### src/rtl/shim_mgr_pkg.sv
package shim_mgr_pkg;

  // Board geometry
  localparam int NUM_BOARDS = 8; // Amplifier boards in the chassis
  localparam int BOARD_W    = 3; // Board index width

  // Status word fields
  localparam int STATE_W = 4;  // Sequencer state field
  localparam int CODE_W  = 25; // Status code field

  localparam int TIMER_W = 32; // Phase timer width

  // Phase delays in clock cycles, kept short for simulation
  localparam int unsigned SPI_OFF_MIN_WAIT     = 10; // Min wait before trusting spi_off
  localparam int unsigned SPI_RESET_WAIT       = 40; // SPI must report off by here
  localparam int unsigned SHUTDOWN_FORCE_DELAY = 20; // Control board power settle
  localparam int unsigned SPI_START_WAIT       = 60; // SPI must come up by here
  localparam int unsigned SHUTDOWN_RESET_PULSE = 5;  // n_shutdown_rst low width, minus one
  localparam int unsigned SHUTDOWN_RESET_DELAY = 20; // Amp board settle before running

  typedef logic [NUM_BOARDS-1:0] board_vec_t; // One flag per board
  typedef logic [BOARD_W-1:0]    board_idx_t; // Board index
  typedef logic [CODE_W-1:0]     status_code_t;

  // Sequencer states, zero unused
  typedef enum logic [STATE_W-1:0] {
    S_IDLE              = 4'd1,
    S_CONFIRM_SPI_RST   = 4'd2,
    S_POWER_ON_CTRL_BRD = 4'd3,
    S_CONFIRM_SPI_START = 4'd4,
    S_POWER_ON_AMP_BRD  = 4'd5,
    S_AMP_POWER_WAIT    = 4'd6,
    S_RUNNING           = 4'd7,
    S_HALTED            = 4'd8
  } mgr_state_t;

  // Basic system
  localparam status_code_t STS_OK          = 25'h000_0001;
  localparam status_code_t STS_PS_SHUTDOWN = 25'h000_0002; // Enable dropped while running

  // SPI subsystem
  localparam status_code_t STS_SPI_START_TIMEOUT = 25'h000_0100;
  localparam status_code_t STS_SPI_RESET_TIMEOUT = 25'h000_0101;

  // Pre-start configuration and lock
  localparam status_code_t STS_INTEG_THRESH_AVG_OOB = 25'h000_0200;
  localparam status_code_t STS_INTEG_WINDOW_OOB     = 25'h000_0201;
  localparam status_code_t STS_INTEG_EN_OOB         = 25'h000_0202;
  localparam status_code_t STS_SYS_EN_OOB           = 25'h000_0203;
  localparam status_code_t STS_LOCK_VIOL            = 25'h000_0204;

  // Shutdown sense
  localparam status_code_t STS_SHUTDOWN_SENSE = 25'h000_0300; // Per board
  localparam status_code_t STS_EXT_SHUTDOWN   = 25'h000_0301;

  // Integrator
  localparam status_code_t STS_OVER_THRESH = 25'h000_0400; // Per board

  // DAC, all per board
  localparam status_code_t STS_DAC_BOOT_FAIL     = 25'h000_0600;
  localparam status_code_t STS_BAD_DAC_CMD       = 25'h000_0601;
  localparam status_code_t STS_DAC_BUF_UNDERFLOW = 25'h000_0604;
  localparam status_code_t STS_DAC_BUF_OVERFLOW  = 25'h000_0605;

  // Index of the lowest set flag, zero when none set
  function automatic board_idx_t lowest_board(input board_vec_t flags);
    board_idx_t idx;
    idx = '0;
    // Walk down so the lowest set bit wins
    for (int i = NUM_BOARDS - 1; i >= 0; i--) begin
      if (flags[i]) idx = BOARD_W'(i);
    end
    return idx;
  endfunction

endpackage
### src/rtl/shim_hw_manager.sv
`timescale 1ns/100ps

module shim_hw_manager import shim_mgr_pkg::*; (
  input  logic        clk,
  input  logic        aresetn,
  input  logic        sys_en,       // System enable
  input  logic        spi_off,      // SPI subsystem off
  input  logic        ext_shutdown, // External shutdown request
  // Pre-start configuration
  input  logic        integ_thresh_avg_oob,
  input  logic        integ_window_oob,
  input  logic        integ_en_oob,
  input  logic        sys_en_oob,
  input  logic        lock_viol,    // Write to locked config
  // Per board flags
  input  board_vec_t  shutdown_sense,
  input  board_vec_t  over_thresh,
  input  board_vec_t  dac_boot_fail,
  input  board_vec_t  bad_dac_cmd,
  input  board_vec_t  dac_cmd_buf_underflow,
  input  board_vec_t  dac_cmd_buf_overflow,
  // Controls
  output logic        unlock_cfg,
  output logic        spi_clk_power_n,
  output logic        spi_en,
  output logic        shutdown_sense_en,
  output logic        block_buffers,
  output logic        n_shutdown_force,
  output logic        n_shutdown_rst,
  output logic        ps_interrupt,
  output logic [31:0] status_word // Board, code, state
);

  // Encoder to sequencer
  logic         cfg_fault;
  status_code_t cfg_code;
  logic         run_fault;
  status_code_t run_code;
  board_idx_t   run_board;
  logic         boot_fault;
  status_code_t boot_code;
  board_idx_t   boot_board;

  // Status fields
  mgr_state_t   state;
  status_code_t status_code;
  board_idx_t   board_num;

  shim_fault_encoder u_encoder (
    .integ_thresh_avg_oob  (integ_thresh_avg_oob),
    .integ_window_oob      (integ_window_oob),
    .integ_en_oob          (integ_en_oob),
    .sys_en_oob            (sys_en_oob),
    .lock_viol             (lock_viol),
    .sys_en                (sys_en),
    .ext_shutdown          (ext_shutdown),
    .shutdown_sense        (shutdown_sense),
    .over_thresh           (over_thresh),
    .dac_boot_fail         (dac_boot_fail),
    .bad_dac_cmd           (bad_dac_cmd),
    .dac_cmd_buf_underflow (dac_cmd_buf_underflow),
    .dac_cmd_buf_overflow  (dac_cmd_buf_overflow),
    .cfg_fault             (cfg_fault),
    .cfg_code              (cfg_code),
    .run_fault             (run_fault),
    .run_code              (run_code),
    .run_board             (run_board),
    .boot_fault            (boot_fault),
    .boot_code             (boot_code),
    .boot_board            (boot_board)
  );

  shim_power_sequencer u_sequencer (
    .clk               (clk),
    .aresetn           (aresetn),
    .sys_en            (sys_en),
    .spi_off           (spi_off),
    .cfg_fault         (cfg_fault),
    .cfg_code          (cfg_code),
    .run_fault         (run_fault),
    .run_code          (run_code),
    .run_board         (run_board),
    .boot_fault        (boot_fault),
    .boot_code         (boot_code),
    .boot_board        (boot_board),
    .unlock_cfg        (unlock_cfg),
    .spi_clk_power_n   (spi_clk_power_n),
    .spi_en            (spi_en),
    .shutdown_sense_en (shutdown_sense_en),
    .block_buffers     (block_buffers),
    .n_shutdown_force  (n_shutdown_force),
    .n_shutdown_rst    (n_shutdown_rst),
    .ps_interrupt      (ps_interrupt),
    .state             (state),
    .status_code       (status_code),
    .board_num         (board_num)
  );

  // 3 + 25 + 4 bits
  assign status_word = {board_num, status_code, state};

endmodule

### src/rtl/shim_power_sequencer.sv
`timescale 1ns/100ps

module shim_power_sequencer import shim_mgr_pkg::*; (
  input  logic         clk,
  input  logic         aresetn,
  input  logic         sys_en,  // System enable from processor
  input  logic         spi_off, // SPI subsystem reports off
  // From fault encoder
  input  logic         cfg_fault,
  input  status_code_t cfg_code,
  input  logic         run_fault,
  input  status_code_t run_code,
  input  board_idx_t   run_board,
  input  logic         boot_fault,
  input  status_code_t boot_code,
  input  board_idx_t   boot_board,
  // Power and SPI controls
  output logic         unlock_cfg,
  output logic         spi_clk_power_n,
  output logic         spi_en,
  output logic         shutdown_sense_en,
  output logic         block_buffers,
  output logic         n_shutdown_force,
  output logic         n_shutdown_rst,
  output logic         ps_interrupt,
  // Status fields
  output mgr_state_t   state,
  output status_code_t status_code,
  output board_idx_t   board_num
);

  logic [TIMER_W-1:0] timer; // Phase timer, zero on entry to each state

  logic         spi_rst_ok; // SPI confirmed off after min wait
  logic         halt_req;   // Go to HALTED this clock
  status_code_t halt_code;
  board_idx_t   halt_board;

  assign spi_rst_ok = (timer >= TIMER_W'(SPI_OFF_MIN_WAIT)) && spi_off;

  // Halt decision, one place for every state
  always_comb begin
    halt_req   = 1'b0;
    halt_code  = STS_OK;
    halt_board = '0;
    case (state)
      S_IDLE: begin
        // Config checked only at enable
        if (sys_en && cfg_fault) begin
          halt_req  = 1'b1;
          halt_code = cfg_code;
        end
      end
      S_CONFIRM_SPI_RST: begin
        if (!spi_rst_ok && timer >= TIMER_W'(SPI_RESET_WAIT)) begin
          halt_req  = 1'b1;
          halt_code = STS_SPI_RESET_TIMEOUT;
        end
      end
      S_CONFIRM_SPI_START: begin
        if (spi_off) begin // Started beats any late failure
          if (boot_fault) begin
            halt_req   = 1'b1;
            halt_code  = boot_code;
            halt_board = boot_board;
          end else if (timer >= TIMER_W'(SPI_START_WAIT)) begin
            halt_req  = 1'b1;
            halt_code = STS_SPI_START_TIMEOUT;
          end
        end
      end
      S_RUNNING: begin
        // Entry interrupt cycle is a blind cycle
        if (!ps_interrupt && run_fault) begin
          halt_req   = 1'b1;
          halt_code  = run_code;
          halt_board = run_board;
        end
      end
      default: ;
    endcase
  end

  always_ff @(posedge clk) begin
    if (!aresetn) begin
      state             <= S_IDLE;
      timer             <= '0;
      status_code       <= STS_OK;
      board_num         <= '0;
      unlock_cfg        <= 1'b1;
      spi_clk_power_n   <= 1'b1;
      spi_en            <= 1'b0;
      shutdown_sense_en <= 1'b0;
      block_buffers     <= 1'b1;
      n_shutdown_force  <= 1'b0; // Power stage held off
      n_shutdown_rst    <= 1'b1;
      ps_interrupt      <= 1'b0;
    end else begin
      ps_interrupt <= 1'b0; // Single cycle pulse by default

      if (halt_req) begin
        // Everything to safe values, config stays as it was
        state             <= S_HALTED;
        timer             <= '0;
        status_code       <= halt_code;
        board_num         <= halt_board;
        spi_clk_power_n   <= 1'b1;
        spi_en            <= 1'b0;
        shutdown_sense_en <= 1'b0;
        block_buffers     <= 1'b1;
        n_shutdown_force  <= 1'b0;
        n_shutdown_rst    <= 1'b1;
        ps_interrupt      <= 1'b1;
      end else begin
        case (state)
          S_IDLE: begin
            if (sys_en) begin
              // Lock config, clock the SPI block to see it idle
              state           <= S_CONFIRM_SPI_RST;
              timer           <= '0;
              unlock_cfg      <= 1'b0;
              spi_clk_power_n <= 1'b0;
            end
          end

          S_CONFIRM_SPI_RST: begin
            if (spi_rst_ok) begin
              state            <= S_POWER_ON_CTRL_BRD;
              timer            <= '0;
              spi_clk_power_n  <= 1'b1;
              n_shutdown_force <= 1'b1; // Release control board
            end else begin
              timer <= timer + 1'b1;
            end
          end

          S_POWER_ON_CTRL_BRD: begin
            if (timer >= TIMER_W'(SHUTDOWN_FORCE_DELAY)) begin
              state             <= S_CONFIRM_SPI_START;
              timer             <= '0;
              shutdown_sense_en <= 1'b1;
              spi_clk_power_n   <= 1'b0;
              spi_en            <= 1'b1; // Kick off DAC boot over SPI
            end else begin
              timer <= timer + 1'b1;
            end
          end

          S_CONFIRM_SPI_START: begin
            if (!spi_off) begin
              state          <= S_POWER_ON_AMP_BRD;
              timer          <= '0;
              n_shutdown_rst <= 1'b0; // Start reset pulse
            end else begin
              timer <= timer + 1'b1;
            end
          end

          S_POWER_ON_AMP_BRD: begin
            if (timer >= TIMER_W'(SHUTDOWN_RESET_PULSE)) begin
              state          <= S_AMP_POWER_WAIT;
              timer          <= '0;
              n_shutdown_rst <= 1'b1;
            end else begin
              timer <= timer + 1'b1;
            end
          end

          S_AMP_POWER_WAIT: begin
            if (timer >= TIMER_W'(SHUTDOWN_RESET_DELAY)) begin
              state         <= S_RUNNING;
              timer         <= '0;
              block_buffers <= 1'b0; // Let commands and data flow
              ps_interrupt  <= 1'b1;
            end else begin
              timer <= timer + 1'b1;
            end
          end

          S_RUNNING: timer <= '0; // Faults handled by halt_req

          S_HALTED: begin
            // Wait for processor to drop enable
            if (!sys_en) begin
              state       <= S_IDLE;
              status_code <= STS_OK;
              board_num   <= '0;
              unlock_cfg  <= 1'b1;
            end
          end

          default: begin
            state <= S_IDLE; // Unused encodings recover
            timer <= '0;
          end
        endcase
      end
    end
  end

endmodule

### src/rtl/shim_fault_encoder.sv
`timescale 1ns/100ps

module shim_fault_encoder import shim_mgr_pkg::*; (
  // Pre-start configuration flags
  input  logic         integ_thresh_avg_oob,
  input  logic         integ_window_oob,
  input  logic         integ_en_oob,
  input  logic         sys_en_oob,
  // Running system flags
  input  logic         lock_viol,
  input  logic         sys_en,
  input  logic         ext_shutdown,
  // Per board flags
  input  board_vec_t   shutdown_sense,
  input  board_vec_t   over_thresh,
  input  board_vec_t   dac_boot_fail,
  input  board_vec_t   bad_dac_cmd,
  input  board_vec_t   dac_cmd_buf_underflow,
  input  board_vec_t   dac_cmd_buf_overflow,
  // Pre-start result
  output logic         cfg_fault,
  output status_code_t cfg_code,
  // Running result
  output logic         run_fault,
  output status_code_t run_code,
  output board_idx_t   run_board,
  // DAC boot result
  output logic         boot_fault,
  output status_code_t boot_code,
  output board_idx_t   boot_board
);

  // Pre-start checks, first match by priority
  always_comb begin
    cfg_fault = 1'b1;
    cfg_code  = STS_OK;
    if (integ_thresh_avg_oob) begin
      cfg_code = STS_INTEG_THRESH_AVG_OOB;
    end else if (integ_window_oob) begin
      cfg_code = STS_INTEG_WINDOW_OOB;
    end else if (integ_en_oob) begin
      cfg_code = STS_INTEG_EN_OOB;
    end else if (sys_en_oob) begin
      cfg_code = STS_SYS_EN_OOB;
    end else begin
      cfg_fault = 1'b0; // Config clean
    end
  end

  // Running faults, highest priority first
  always_comb begin
    run_fault = 1'b1;
    run_code  = STS_OK;
    run_board = '0; // Non-board faults report board 0
    if (!sys_en) begin
      run_code = STS_PS_SHUTDOWN; // Processor pulled enable
    end else if (lock_viol) begin
      run_code = STS_LOCK_VIOL;
    end else if (|shutdown_sense) begin
      run_code  = STS_SHUTDOWN_SENSE;
      run_board = lowest_board(shutdown_sense);
    end else if (ext_shutdown) begin
      run_code = STS_EXT_SHUTDOWN;
    end else if (|over_thresh) begin
      run_code  = STS_OVER_THRESH;
      run_board = lowest_board(over_thresh);
    end else if (|bad_dac_cmd) begin
      run_code  = STS_BAD_DAC_CMD;
      run_board = lowest_board(bad_dac_cmd);
    end else if (|dac_cmd_buf_underflow) begin
      run_code  = STS_DAC_BUF_UNDERFLOW;
      run_board = lowest_board(dac_cmd_buf_underflow);
    end else if (|dac_cmd_buf_overflow) begin
      run_code  = STS_DAC_BUF_OVERFLOW;
      run_board = lowest_board(dac_cmd_buf_overflow);
    end else begin
      run_fault = 1'b0;
    end
  end

  // DAC boot failure during SPI start
  // Only one code, board picks the lowest failing DAC
  assign boot_fault = |dac_boot_fail;
  assign boot_code  = STS_DAC_BOOT_FAIL;
  assign boot_board = lowest_board(dac_boot_fail);

endmodule

### config.mk
export PLATFORM = sky130hd
export DESIGN_NAME = shim_hw_manager
export DESIGN_NICKNAME = d
export VERILOG_FILES = /design/src/rtl/shim_mgr_pkg.sv /design/src/rtl/shim_hw_manager.sv /design/src/rtl/shim_power_sequencer.sv /design/src/rtl/shim_fault_encoder.sv
export SDC_FILE = /design/constraint.sdc
export NUM_CORES = 1
export LEC_CHECK = 0
export ABC_AREA = 1
export BUFFER_PORTS_ARGS = -buffer_cell sky130_fd_sc_hd__buf_2
export CORE_MARGIN = 2
export CORE_UTILIZATION = 40
export DETAILED_ROUTE_END_ITERATION = 10
export GPL_TIMING_DRIVEN = 0
export PLACE_DENSITY = 0.63
export SYNTH_ARGS = -nofsm -noshare
export SYNTH_HDL_FRONTEND = slang
export SYNTH_SLANG_ARGS = --single-unit
### constraint.sdc
create_clock -name clk -period 2 [get_ports clk]
set_clock_uncertainty 0.1 [all_clocks]
set_input_delay 0.4 -clock clk [delete_from_list [all_inputs] [get_ports clk]]
set_output_delay 0.4 -clock clk [all_outputs]
set_load 0.01 [all_outputs]
# Yosys cells after proc, flatten, opt, wreduce, memory -nomap -nowiden
# Cells that the tools add are included.
# op_classes
n_addsub	1
magnitude_cmp	5
eq_ne	24
muxes	131
bitwise_logic	4
n_reduce_logical	28
# ops
op	count
two-way mux 25 bit	17
case mux 32 bit (6 select lines)	1
two-way mux 3 bit	62
two-way mux 32 bit	5
case mux 25 bit (4 select lines)	1
>= comparator 32 x 6 -> 1 bit, second input constant	2
OR reduction 8 bit	6
adder 32 x 1 -> 32 bit, second input constant	1
>= comparator 32 x 3 -> 1 bit, second input constant	1
>= comparator 32 x 4 -> 1 bit, second input constant	1
>= comparator 32 x 5 -> 1 bit, second input constant	1
two-way mux 4 bit	8
case mux 4 bit (8 select lines)	1
two-way mux 1 bit	27
two-way mux 9 bit	2
equality test 4 x 3 -> 1 bit, second input constant	4
AND reduction 8 bit	2
!= test 2 x 1 -> 1 bit, second input constant	6
!= test 3 x 1 -> 1 bit, second input constant	4
two-way mux 11 bit	1
two-way mux 10 bit	1
AND reduction 2 bit	5
!= test 3 x 2 -> 1 bit, second input constant	3
equality test 4 x 2 -> 1 bit, second input constant	2
other kinds (15)	29
# totals
ff_bits	71
input_bits	58
output_inout_bits	40
wordCells	205

# Depth between registers and ports, before layout
# Gate-level depths: netlist (run 1).
# logic_depth
ltp_word	19
ltp_mapped	17
depth_no_buf	17

# Modules after synthesis
# Synthesis (run 1) repeated with hierarchy kept, for this count alone.
# unflattened
cells_unflattened	1031
area_unflattened_um2	6077.1
# modules_own_cells
module	n_inst	cells_per_inst	area_per_inst_um2	seq_area_each_um2
shim_power_sequencer	1	795	4833.4	1421.4
shim_fault_encoder	1	236	1243.7	0.0

# Worst setup path after synthesis (run 1)
# OpenSTA, ideal clock, no wires.
# synth_path
path_kind	reg2reg
from	reg u_sequencer.timer[0]
to	reg u_sequencer.timer[11]
setup_time_ns	0.117
arrival_time_ns	1.790
required_ns	1.783
setup_slack_ns	-0.007
stages_incl_launch_ff	14
path_buffers	1
period_less_slack_ns	2.007
cell_sequence	dfxtp_1 > inv_1 > ha_1 > nor2_1 > a21oi_1 > nor2_1 > nand4_1 > nand2_1 > nand2_2 > nor2_2 > nor2_8 > nand2_4 > buf_2 > nor2_1
# synth_between
elab_chain_len	7
word_cells_on_any_way	20
cone_classes	add/sub (1); order compare (5); mux (10); reduce/logical (4)
# synth_lines
item	line_no	text
from (decl)	shim_power_sequencer.sv:32	logic [TIMER_W-1:0] timer;
from (signal assigned)	shim_power_sequencer.sv:133	timer <= timer + 1'b1;
from (signal assigned)	shim_power_sequencer.sv:145	timer <= timer + 1'b1;
from (signal assigned)	shim_power_sequencer.sv:155	timer <= timer + 1'b1;
>= comparator 32 x 4 -> 1 bit	shim_power_sequencer.sv:39	assign spi_rst_ok = (timer >= TIMER_W'(SPI_OFF_MIN_WAIT)) && spi_off;
logical AND 1 bit	shim_power_sequencer.sv:39	
logical NOT 1 bit	shim_power_sequencer.sv:55	if (!spi_rst_ok && timer >= TIMER_W'(SPI_RESET_WAIT)) begin
logical AND 1 bit	shim_power_sequencer.sv:55	
two-way mux 1 bit	shim_power_sequencer.sv:55	
case mux 1 bit (4 select lines)	shim_power_sequencer.sv:46	case (state)
OR reduction 2 bit (no line)	n/a	
# Parallel ways exist; a longest one is shown, timed or not.
# A chain may end at the register's enable or synchronous reset.

# Worst setup path after layout (run 1)
# layout_path
from	reg u_sequencer.timer[1]
to	reg u_sequencer.state[0]
# layout_between
elab_chain_len	8
word_cells_on_any_way	23
cone_classes	order compare (5); eq/ne (8); mux (6); reduce/logical (4)
# layout_lines
item	line_no	text
>= comparator 32 x 4 -> 1 bit	shim_power_sequencer.sv:39	
logical AND 1 bit	shim_power_sequencer.sv:39	
logical NOT 1 bit	shim_power_sequencer.sv:55	
logical AND 1 bit	shim_power_sequencer.sv:55	
two-way mux 1 bit	shim_power_sequencer.sv:55	
case mux 1 bit (4 select lines)	shim_power_sequencer.sv:46	
!= test 3 x 1 -> 1 bit (no line), or another cell as far along	n/a	
AND reduction 8 bit (no line)	n/a	
to (signal assigned)	shim_power_sequencer.sv:86	state <= S_IDLE;
to (signal assigned)	shim_power_sequencer.sv:103	state <= S_HALTED;
to (signal assigned)	shim_power_sequencer.sv:119	state <= S_CONFIRM_SPI_RST;
to (decl)	shim_power_sequencer.sv:27	output mgr_state_t state,
# Parallel ways exist; a longest one is shown, timed or not.

==> metrics.md, run 1 <==
| Metric | Value |
|---|---|
| Num CTS Buffers | `5` |
| Filler cell count | `1023` |
| Fin Hold WS | `302 ps` |
| Synth unique cells | `45` |
| Switching power total | `around 1.7 mW` |
| Average wire per standard cell | `approximately 15 µm` |
| Cell row count | `38` |
| RSZ-0062 raised after global routing | `true` |
| Worst-path clk slew | `approximately 110 ps` |
| Gpl congestion | `0.972` |
| Pwr Density | `between 600 and 700 nW/µm²` |
| Die W | `around 110 µm` |
| Top cell type's share of synthesized area | `24.0%` |
| GRT Residual Overflow | `0` |
| Critical Path Max Stage Delay | `420 ps` |
| Vias/cell | `about 5.2` |
| Min Tclk post-route | `approximately 2100 ps` |
| Endpoints failing hold | `0` |
| Yosys warning total | `0` |
| Critical Path RT | `around 2100 ps` |
| Post-synth top cells | `nand2_1, nor2_1, inv_1` |
| CP top delay family | `simple AND/OR/NAND/NOR gates` |
| Tot Pwr | `4.03 mW` |
| Arr. time, crit path | `2230 ps` |
| Core area | `~11000 µm²` |
| Vias in the first global route | `about 4700` |
| Cell internal pwr | `2.33 mW` |
| WL final | `roughly 15 mm` |
| Initial core utilization | `between 40% and 50%` |
| CP Buf/Inv Count | `3` |
| DRC | `0` |
| Clock net sink count | `52` |
| EDFF count, synth | `0` |
| Async S/R FF share, synth | `0%` |
| TritonCTS clock tree | `yes` |
| Max-slew violations | `0` |
| Failing checks | `setup timing` |
| Area of the mapped netlist | `4340 µm²` |
| Most frequent cell after synthesis | `nand2_1` |
| Ratio of cells with drive above 1 in the final layout | `34.8%` |
| Final setup fails | `39` |
| 1st-pass router iterations | `5` |
| Max VDD drop | `0.000342 V` |
| Main area contributors after synthesis | `dfxtp_1, nand2_1, nor2_1` |
| Startpoint types | `flop` |
| Final Core Density | `~57%` |
| Ys flop type | `dfxtp_1` |
| Initial drt markers | `~400` |
| Final HPWL from detailed placement | `10.6 mm` |
| Die Ht | `about 110 µm` |
| DIE AREA | `11700 µm²` |
| Worst-case headroom to the max-slew limit | `56.9%` |
| IO Port Bufs | `between 70 and 80` |
| Clk pwr share | `between 10% and 20%` |
| Tcrit/Tclk final | `106%` |
| Status | `complete, but fails checks` |
| Largest net degree at the start of global routing | `16` |
| Post-route ant nets | `0` |
| CTS Hold Bufs | `0` |
| Synthesized area per cell | `5.97 µm²` |
| Setup WS post-layout | `-130 ps` |
| Crit end category | `flop` |
| CP max FO | `5` |
| CTS H-tree depth | `2` |
| Max-cap violations | `0` |
| Measured slew at the worst slew-check pin | `~650 ps` |
| Clock latency on the worst-skew pair | `approximately 320 ps` |
| Register area share after synthesis | `roughly a quarter` |
| Sequential fraction of design power | `30.2%` |
| Cell taking the most area after synthesis | `dfxtp_1` |
| Total number of vias | `around 5200` |
| GRT Overall Usage | `23.3%` |
| Synthesis-to-finish area growth | `40.2%` |
| Combinational fraction of design power | `between 50% and 60%` |
| Worst path slowest cell | `dfxtp_4` |
| Cells along the critical path | `inv_4 -> ha_1 -> a21boi_0 -> o211ai_1 -> nor2_1 -> nor2_2 -> buf_4 -> nand4_1 -> buf_4 -> nand3_1 -> nand3_1` |
| # diodes | `0` |
| Nets | `925` |
| Clock buffer depth | `2` |
| CTS Root Cell | `clkbuf_8` |
| # IOs | `98` |
| Net Sw Frac | `between 40% and 50%` |
| Crit Path Class | `reg -> reg` |
| Synth Register Bits | `52` |
| Pre-CTS WS | `-442 ps` |
| Finished Layout Cells | `about 1000` |
| LEAKAGE | `between 2 and 3 nW` |
| Initial antenna violation count | `0` |
| Placed cell count | `just under 1000` |
| Type of the worst min-delay path | `in -> reg` |
| First-pass GRT wire length | `roughly 22 mm` |
| F_max | `470 MHz` |
| Synthesized instance count | `a little over 700` |
==> placed cells by master (no fill, tap or decap), types with 6 or more instances in the layout <==
| cell | n |
|---|---|
| nand2_1 | 161 |
| inv_1 | 97 |
| nor2_1 | 85 |
| buf_2 | 78 |
| buf_4 | 44 |
| nand3_1 | 42 |
| dfxtp_1 | 30 |
| nor2_2 | 24 |
| nor2_4 | 22 |
| conb_1 | 19 |
| dfxtp_2 | 19 |
| a21oi_1 | 18 |
| nand4_1 | 17 |
| o21ai_0 | 17 |
| nor3_1 | 14 |
| a21oi_2 | 11 |
| xor2_1 | 11 |
| nand2_2 | 10 |
| buf_6 | 10 |
| nand3_2 | 10 |
| a31oi_1 | 8 |
| inv_2 | 7 |
| o31ai_1 | 6 |
| a22oi_1 | 6 |
| a31oi_4 | 6 |
==> path summary, 6_finish.rpt <==
check,startpoint,to,slack [ps],cells after the start
setup reg to reg,u_sequencer.timer[1],u_sequencer.state[0],-130,11
setup / recovery,u_sequencer.timer[1],u_sequencer.state[0],-130,11
hold reg to reg,u_sequencer.status_code[1],u_sequencer.status_code[1],370,2
hold / removal,aresetn,u_sequencer.status_code[0],300,2
==> worst reg2reg max path: stages (launching register included) <==
cell      delay [ps]
dfxtp_4          420
inv_4             60
ha_1             170
a21boi_0         120
o211ai_1         210
nor2_1            90
nor2_2           190
buf_4            150
nand4_1          160
buf_4            200
nand3_1           60
nand3_1           80
==> area by class of cell <==
type                            count  area (µm²)  area share (%)
Multi-Input combinational cell    548        3270            53.8
Sequential cell                    52        1080            17.7
Timing Repair Buffer              112         738            12.1
Inverter                          110         425            6.99
Buffer                             34         292            4.79
Tap cell                          140         175            2.88
Clock buffer                        6        72.6            1.19
Clock inverter                      2        35.0           0.575
==> sequential cells by signal (all words and copies together), names as in the netlist <==
signal,cells
u_sequencer.state,4
u_sequencer.board_num,3
u_sequencer.block_buffers,1
u_sequencer.n_shutdown_force,1
u_sequencer.timer,32
u_sequencer.spi_clk_power_n,1
u_sequencer.ps_interrupt,1
u_sequencer.n_shutdown_rst,1
u_sequencer.unlock_cfg,1
u_sequencer.status_code,6
u_sequencer.shutdown_sense_en,1
==> cell families (layout without fill, tap and decap cells) <==
group	after synthesis	count (layout)	share of synthesized area, %
xor gates and xnor gates	15	15	3.02
buffers and inverters	147	264	15.6
other	1	19	0.0863
AOI/OAI and AO/OA	99	99	14.8
DFF	52	52	24.0
adders and majority gates	4	4	1.15
and+or+nand+nor	409	411	41.4
==> metal layers <==
metal  up-vias  track usage [%]  wire length, µm
li1       2583                -                -
met1      2433             29.4             6370
met2       197             41.6             7290
met3        28             2.59              817
met4         0             7.05              356
met5         -                0                0
==> stage by stage <==
stage / TNS [ps] / instance area [µm²]
2_1_floorplan: 0 / 4420
4_1_cts: -1280 / 5390
6_report: -1800 / 6090
3_5_place_dp: -16800 / 4980
5_1_grt: -4820 / 6090
3_3_place_gp: -17180 / 4980
==> power groups by stage <==
stage | clock network, mW | registers, mW | logic (mW)
CTS | 0.762 | 1.21 | 1.53
global placement | 0 | 1.22 | 1.31
global route | 0.808 | 1.23 | 2.19
finish | 0.757 | 1.22 | 2.06
floorplan | 0 | 1.23 | 0.854
detailed placement | 0 | 1.22 | 1.32
==> what timing repair did <==
item                       in CTS  in global routing
gates resized for setup        61                131
hold endpoints to repair        0                  0
pin swaps                       9                 37
setup endpoints to repair      52                 52
cloned                          2                  5
setup buffers                  11                 18
(Power assumes the default switching activity.)
==> inputs of run 2 (changes only) <==
--- a/config.mk
+++ b/config.mk
@@ -7,7 +7,8 @@
 export LEC_CHECK = 0
 export ABC_AREA = 1
 export BUFFER_PORTS_ARGS = -buffer_cell sky130_fd_sc_hd__buf_2
-export CORE_MARGIN = 2
+export CORE_ASPECT_RATIO = 1.5
+export CORE_MARGIN = 10
 export CORE_UTILIZATION = 40
 export DETAILED_ROUTE_END_ITERATION = 10
 export GPL_TIMING_DRIVEN = 0
==> constraint.sdc (replaced) <==
create_clock -name clk -period 1.94 [get_ports clk]
set_clock_uncertainty 0.1 [all_clocks]
set_input_delay 0.388 -clock clk [delete_from_list [all_inputs] [get_ports clk]]
set_output_delay 0.388 -clock clk [all_outputs]
set_load 0.01 [all_outputs]
==> run 2 against run 1 <==
Net effect: the run still ends with setup timing left; routed wire length shrank 0.30%; fmax grew 4.1%; hold slack lost 38 ps; first-iteration DRC count shrank 34%; combinational power shrank 20%; cell count shrank 0.60%; register-to-register slack gained 20 ps; critical endpoint is now u_sequencer.timer[25].
==> metrics.md, run 2 (synthesized netlist as in run 1, its figures left out) <==
| Metric | Value |
|---|---|
| Initial antenna violation count | `0` |
| Final Core Density | `between 50 and 60%` |
| Clock net sink count | `52` |
| Post-route ant nets | `0` |
| IO Port Bufs | `78` |
| Placed Area | `about 5000 µm²` |
| Critical Path Max Stage Delay | `370 ps` |
| Final setup fails | `38` |
| Min Tclk post-route | `about 2000 ps` |
| Placed cell count | `967` |
| Tcrit/Tclk final | `105%` |
| LEAKAGE | `roughly 2.7 nW` |
| Filler cell count | `around 1100` |
| Die W | `105 µm` |
| F_max | `489 MHz` |
| GRT Overall Usage | `between 10% and 20%` |
| Worst path slowest cell | `dfxtp_1` |
| Cells along the critical path | `nor2_2 -> nand2_2 -> nor2_4 -> nand3_4 -> nor3b_4 -> nor2_4 -> nor2_8 -> nand2_8 -> buf_12 -> a31oi_2` |
| Initial drt markers | `roughly 260` |
| Failing checks | `setup timing` |
| Worst-path clk slew | `80 ps` |
| Net Sw Frac | `roughly two fifths` |
| Sequential fraction of design power | `32.5%` |
| Die Ht | `148 µm` |
| Core area | `10600 µm²` |
| Reg2Reg Setup Slack | `-110 ps` |
| GRT Residual Overflow | `0` |
| Total number of vias | `just over 5000` |
| Crit Path Class | `reg -> reg` |
| Worst path most repeated cell | `nor2_4` |
| Vias/cell | `roughly 5.1` |
| Most common cell after layout, fill and taps aside | `nand2_1` |
| Average wire per standard cell | `14.8 µm` |
| Combinational fraction of design power | `43.1%` |
| Switching power total | `1.56 mW` |
| Type of the worst min-delay path | `in -> reg` |
| TritonCTS clock tree | `yes` |
| Status | `complete, but fails checks` |
| Commonest non-fill, non-tap cells in the layout | `nand2_1, nor2_1, inv_1` |
| Num CTS Buffers | `5` |
| Cell internal pwr | `~2.3 mW` |
| Max reg flops | `32` |
| Initial core utilization | `~41%` |
| Final HPWL from detailed placement | `11.8 mm` |
| Endpoints failing hold | `0` |
| DRC | `0` |
| Largest regs | `u_sequencer.timer x32, u_sequencer.status_code x6, u_sequencer.state x4` |
| Pwr Density | `678 nW/µm²` |
| Largest reg by FF count | `u_sequencer.timer` |
| Tot Pwr | `about 3.8 mW` |
| CP max FO | `10` |
| Arr. time, crit path | `approximately 2200 ps` |
| CP Buf/Inv Count | `1` |
| First-pass GRT wire length | `23.9 mm` |
| DIE AREA | `about 16000 µm²` |
| Nets | `around 920` |
| Synthesis-to-finish area growth | `29.6%` |
| Max-slew violations | `0` |
| Max VDD drop | `roughly 0.00047 V` |
| # diodes | `0` |
| Clk pwr share | `roughly a quarter` |
| Design area | `5630 µm²` |
| CTS H-tree depth | `2` |
| Pre-CTS WS | `-397 ps` |
| Max-cap violations | `0` |
| Clock buffer depth | `2` |
| CTS Root Cell | `clkbuf_16` |
| Critical Path RT | `2070 ps` |
| Setup WS post-layout | `-107 ps` |
| Startpoint types | `flop` |
| Clock latency on the worst-skew pair | `between 300 and 400 ps` |
| Crit end category | `flop` |
| Ratio of cells with drive above 1 in the final layout | `about a quarter` |
| RSZ-0062 raised after global routing | `true` |
| Vias in the first global route | `about 5000` |
| Finished Layout Cells | `around 1000` |
| # IOs | `slightly below 100` |
| WL final | `roughly 15 mm` |
| 1st-pass router iterations | `5` |
| Cell row count | `46` |
| Gpl congestion | `0.951` |
| CP top delay family | `simple AND/OR/NAND/NOR gates` |
| Largest net degree at the start of global routing | `18` |
[run 2: cell types whose count changed in the layout (fill, tap and decap cells not counted), moves of 6 or more]
cell,change
nor2_2,-7
nor2_1,+17
dfxtp_2,-14
nor2_4,-11
a31oi_4,-6
a21oi_2,-10
dfxtp_1,+15
a21oi_1,+10
[run 2: per-stage QoR]
stage / hold WS [ps] / setup TNS (ps)
finish: 264 / -2540
CTS: 263 / -2420
detailed placement: 342 / -16080
floorplan: 368 / 0
global route: 270 / -9120
global placement: 340 / -15630
[run 2: routing by layer]
metal	global-route usage (%)	part of all wire [%]	vias up
li1	-	-	2555
met4	10.3	4.6	0
met5	0	0	-
met3	3.18	4.2	42
met1	17.9	37	2348
met2	36.1	54	135
[run 2: path summary, 6_finish.rpt]
path | startpoint | endpoint | cells after the start
worst max-delay path | u_sequencer.timer[10] | u_sequencer.timer[25] | 10
worst min-delay path | aresetn | u_sequencer.unlock_cfg | 2
worst max register to register | u_sequencer.timer[10] | u_sequencer.timer[25] | 10
worst min register to register | u_sequencer.unlock_cfg | u_sequencer.unlock_cfg | 2
[run 2: layout make-up]
class	count	area, µm²	share of cell area, %
clock inverter	3	21.3	0.378
clock buffer	5	125	2.22
multi-input combinational	546	2930	52.0
inverter	110	423	7.51
sequential	52	1050	18.7
tap	144	180	3.20
timing repair buffer	101	586	10.4
buffer	37	313	5.56
[run 2: power by group through the flow]
stage	clock network [mW]	registers [mW]	logic, mW
floorplan	0	1.27	0.880
finish	0.930	1.24	1.65
global route	0.994	1.25	1.82
detailed placement	0	1.25	1.37
global placement	0	1.25	1.36
CTS	0.962	1.24	1.59
[run 2: repair_timing]
action | in CTS | in global routing
hold buffers | 0 | 0
endpoints found under the setup margin | 52 | 52
resized for setup | 60 | 29
hold endpoints to repair | 0 | 0
gates cloned | 1 | 1
setup buffers | 18 | 3
pin swaps | 17 | 9
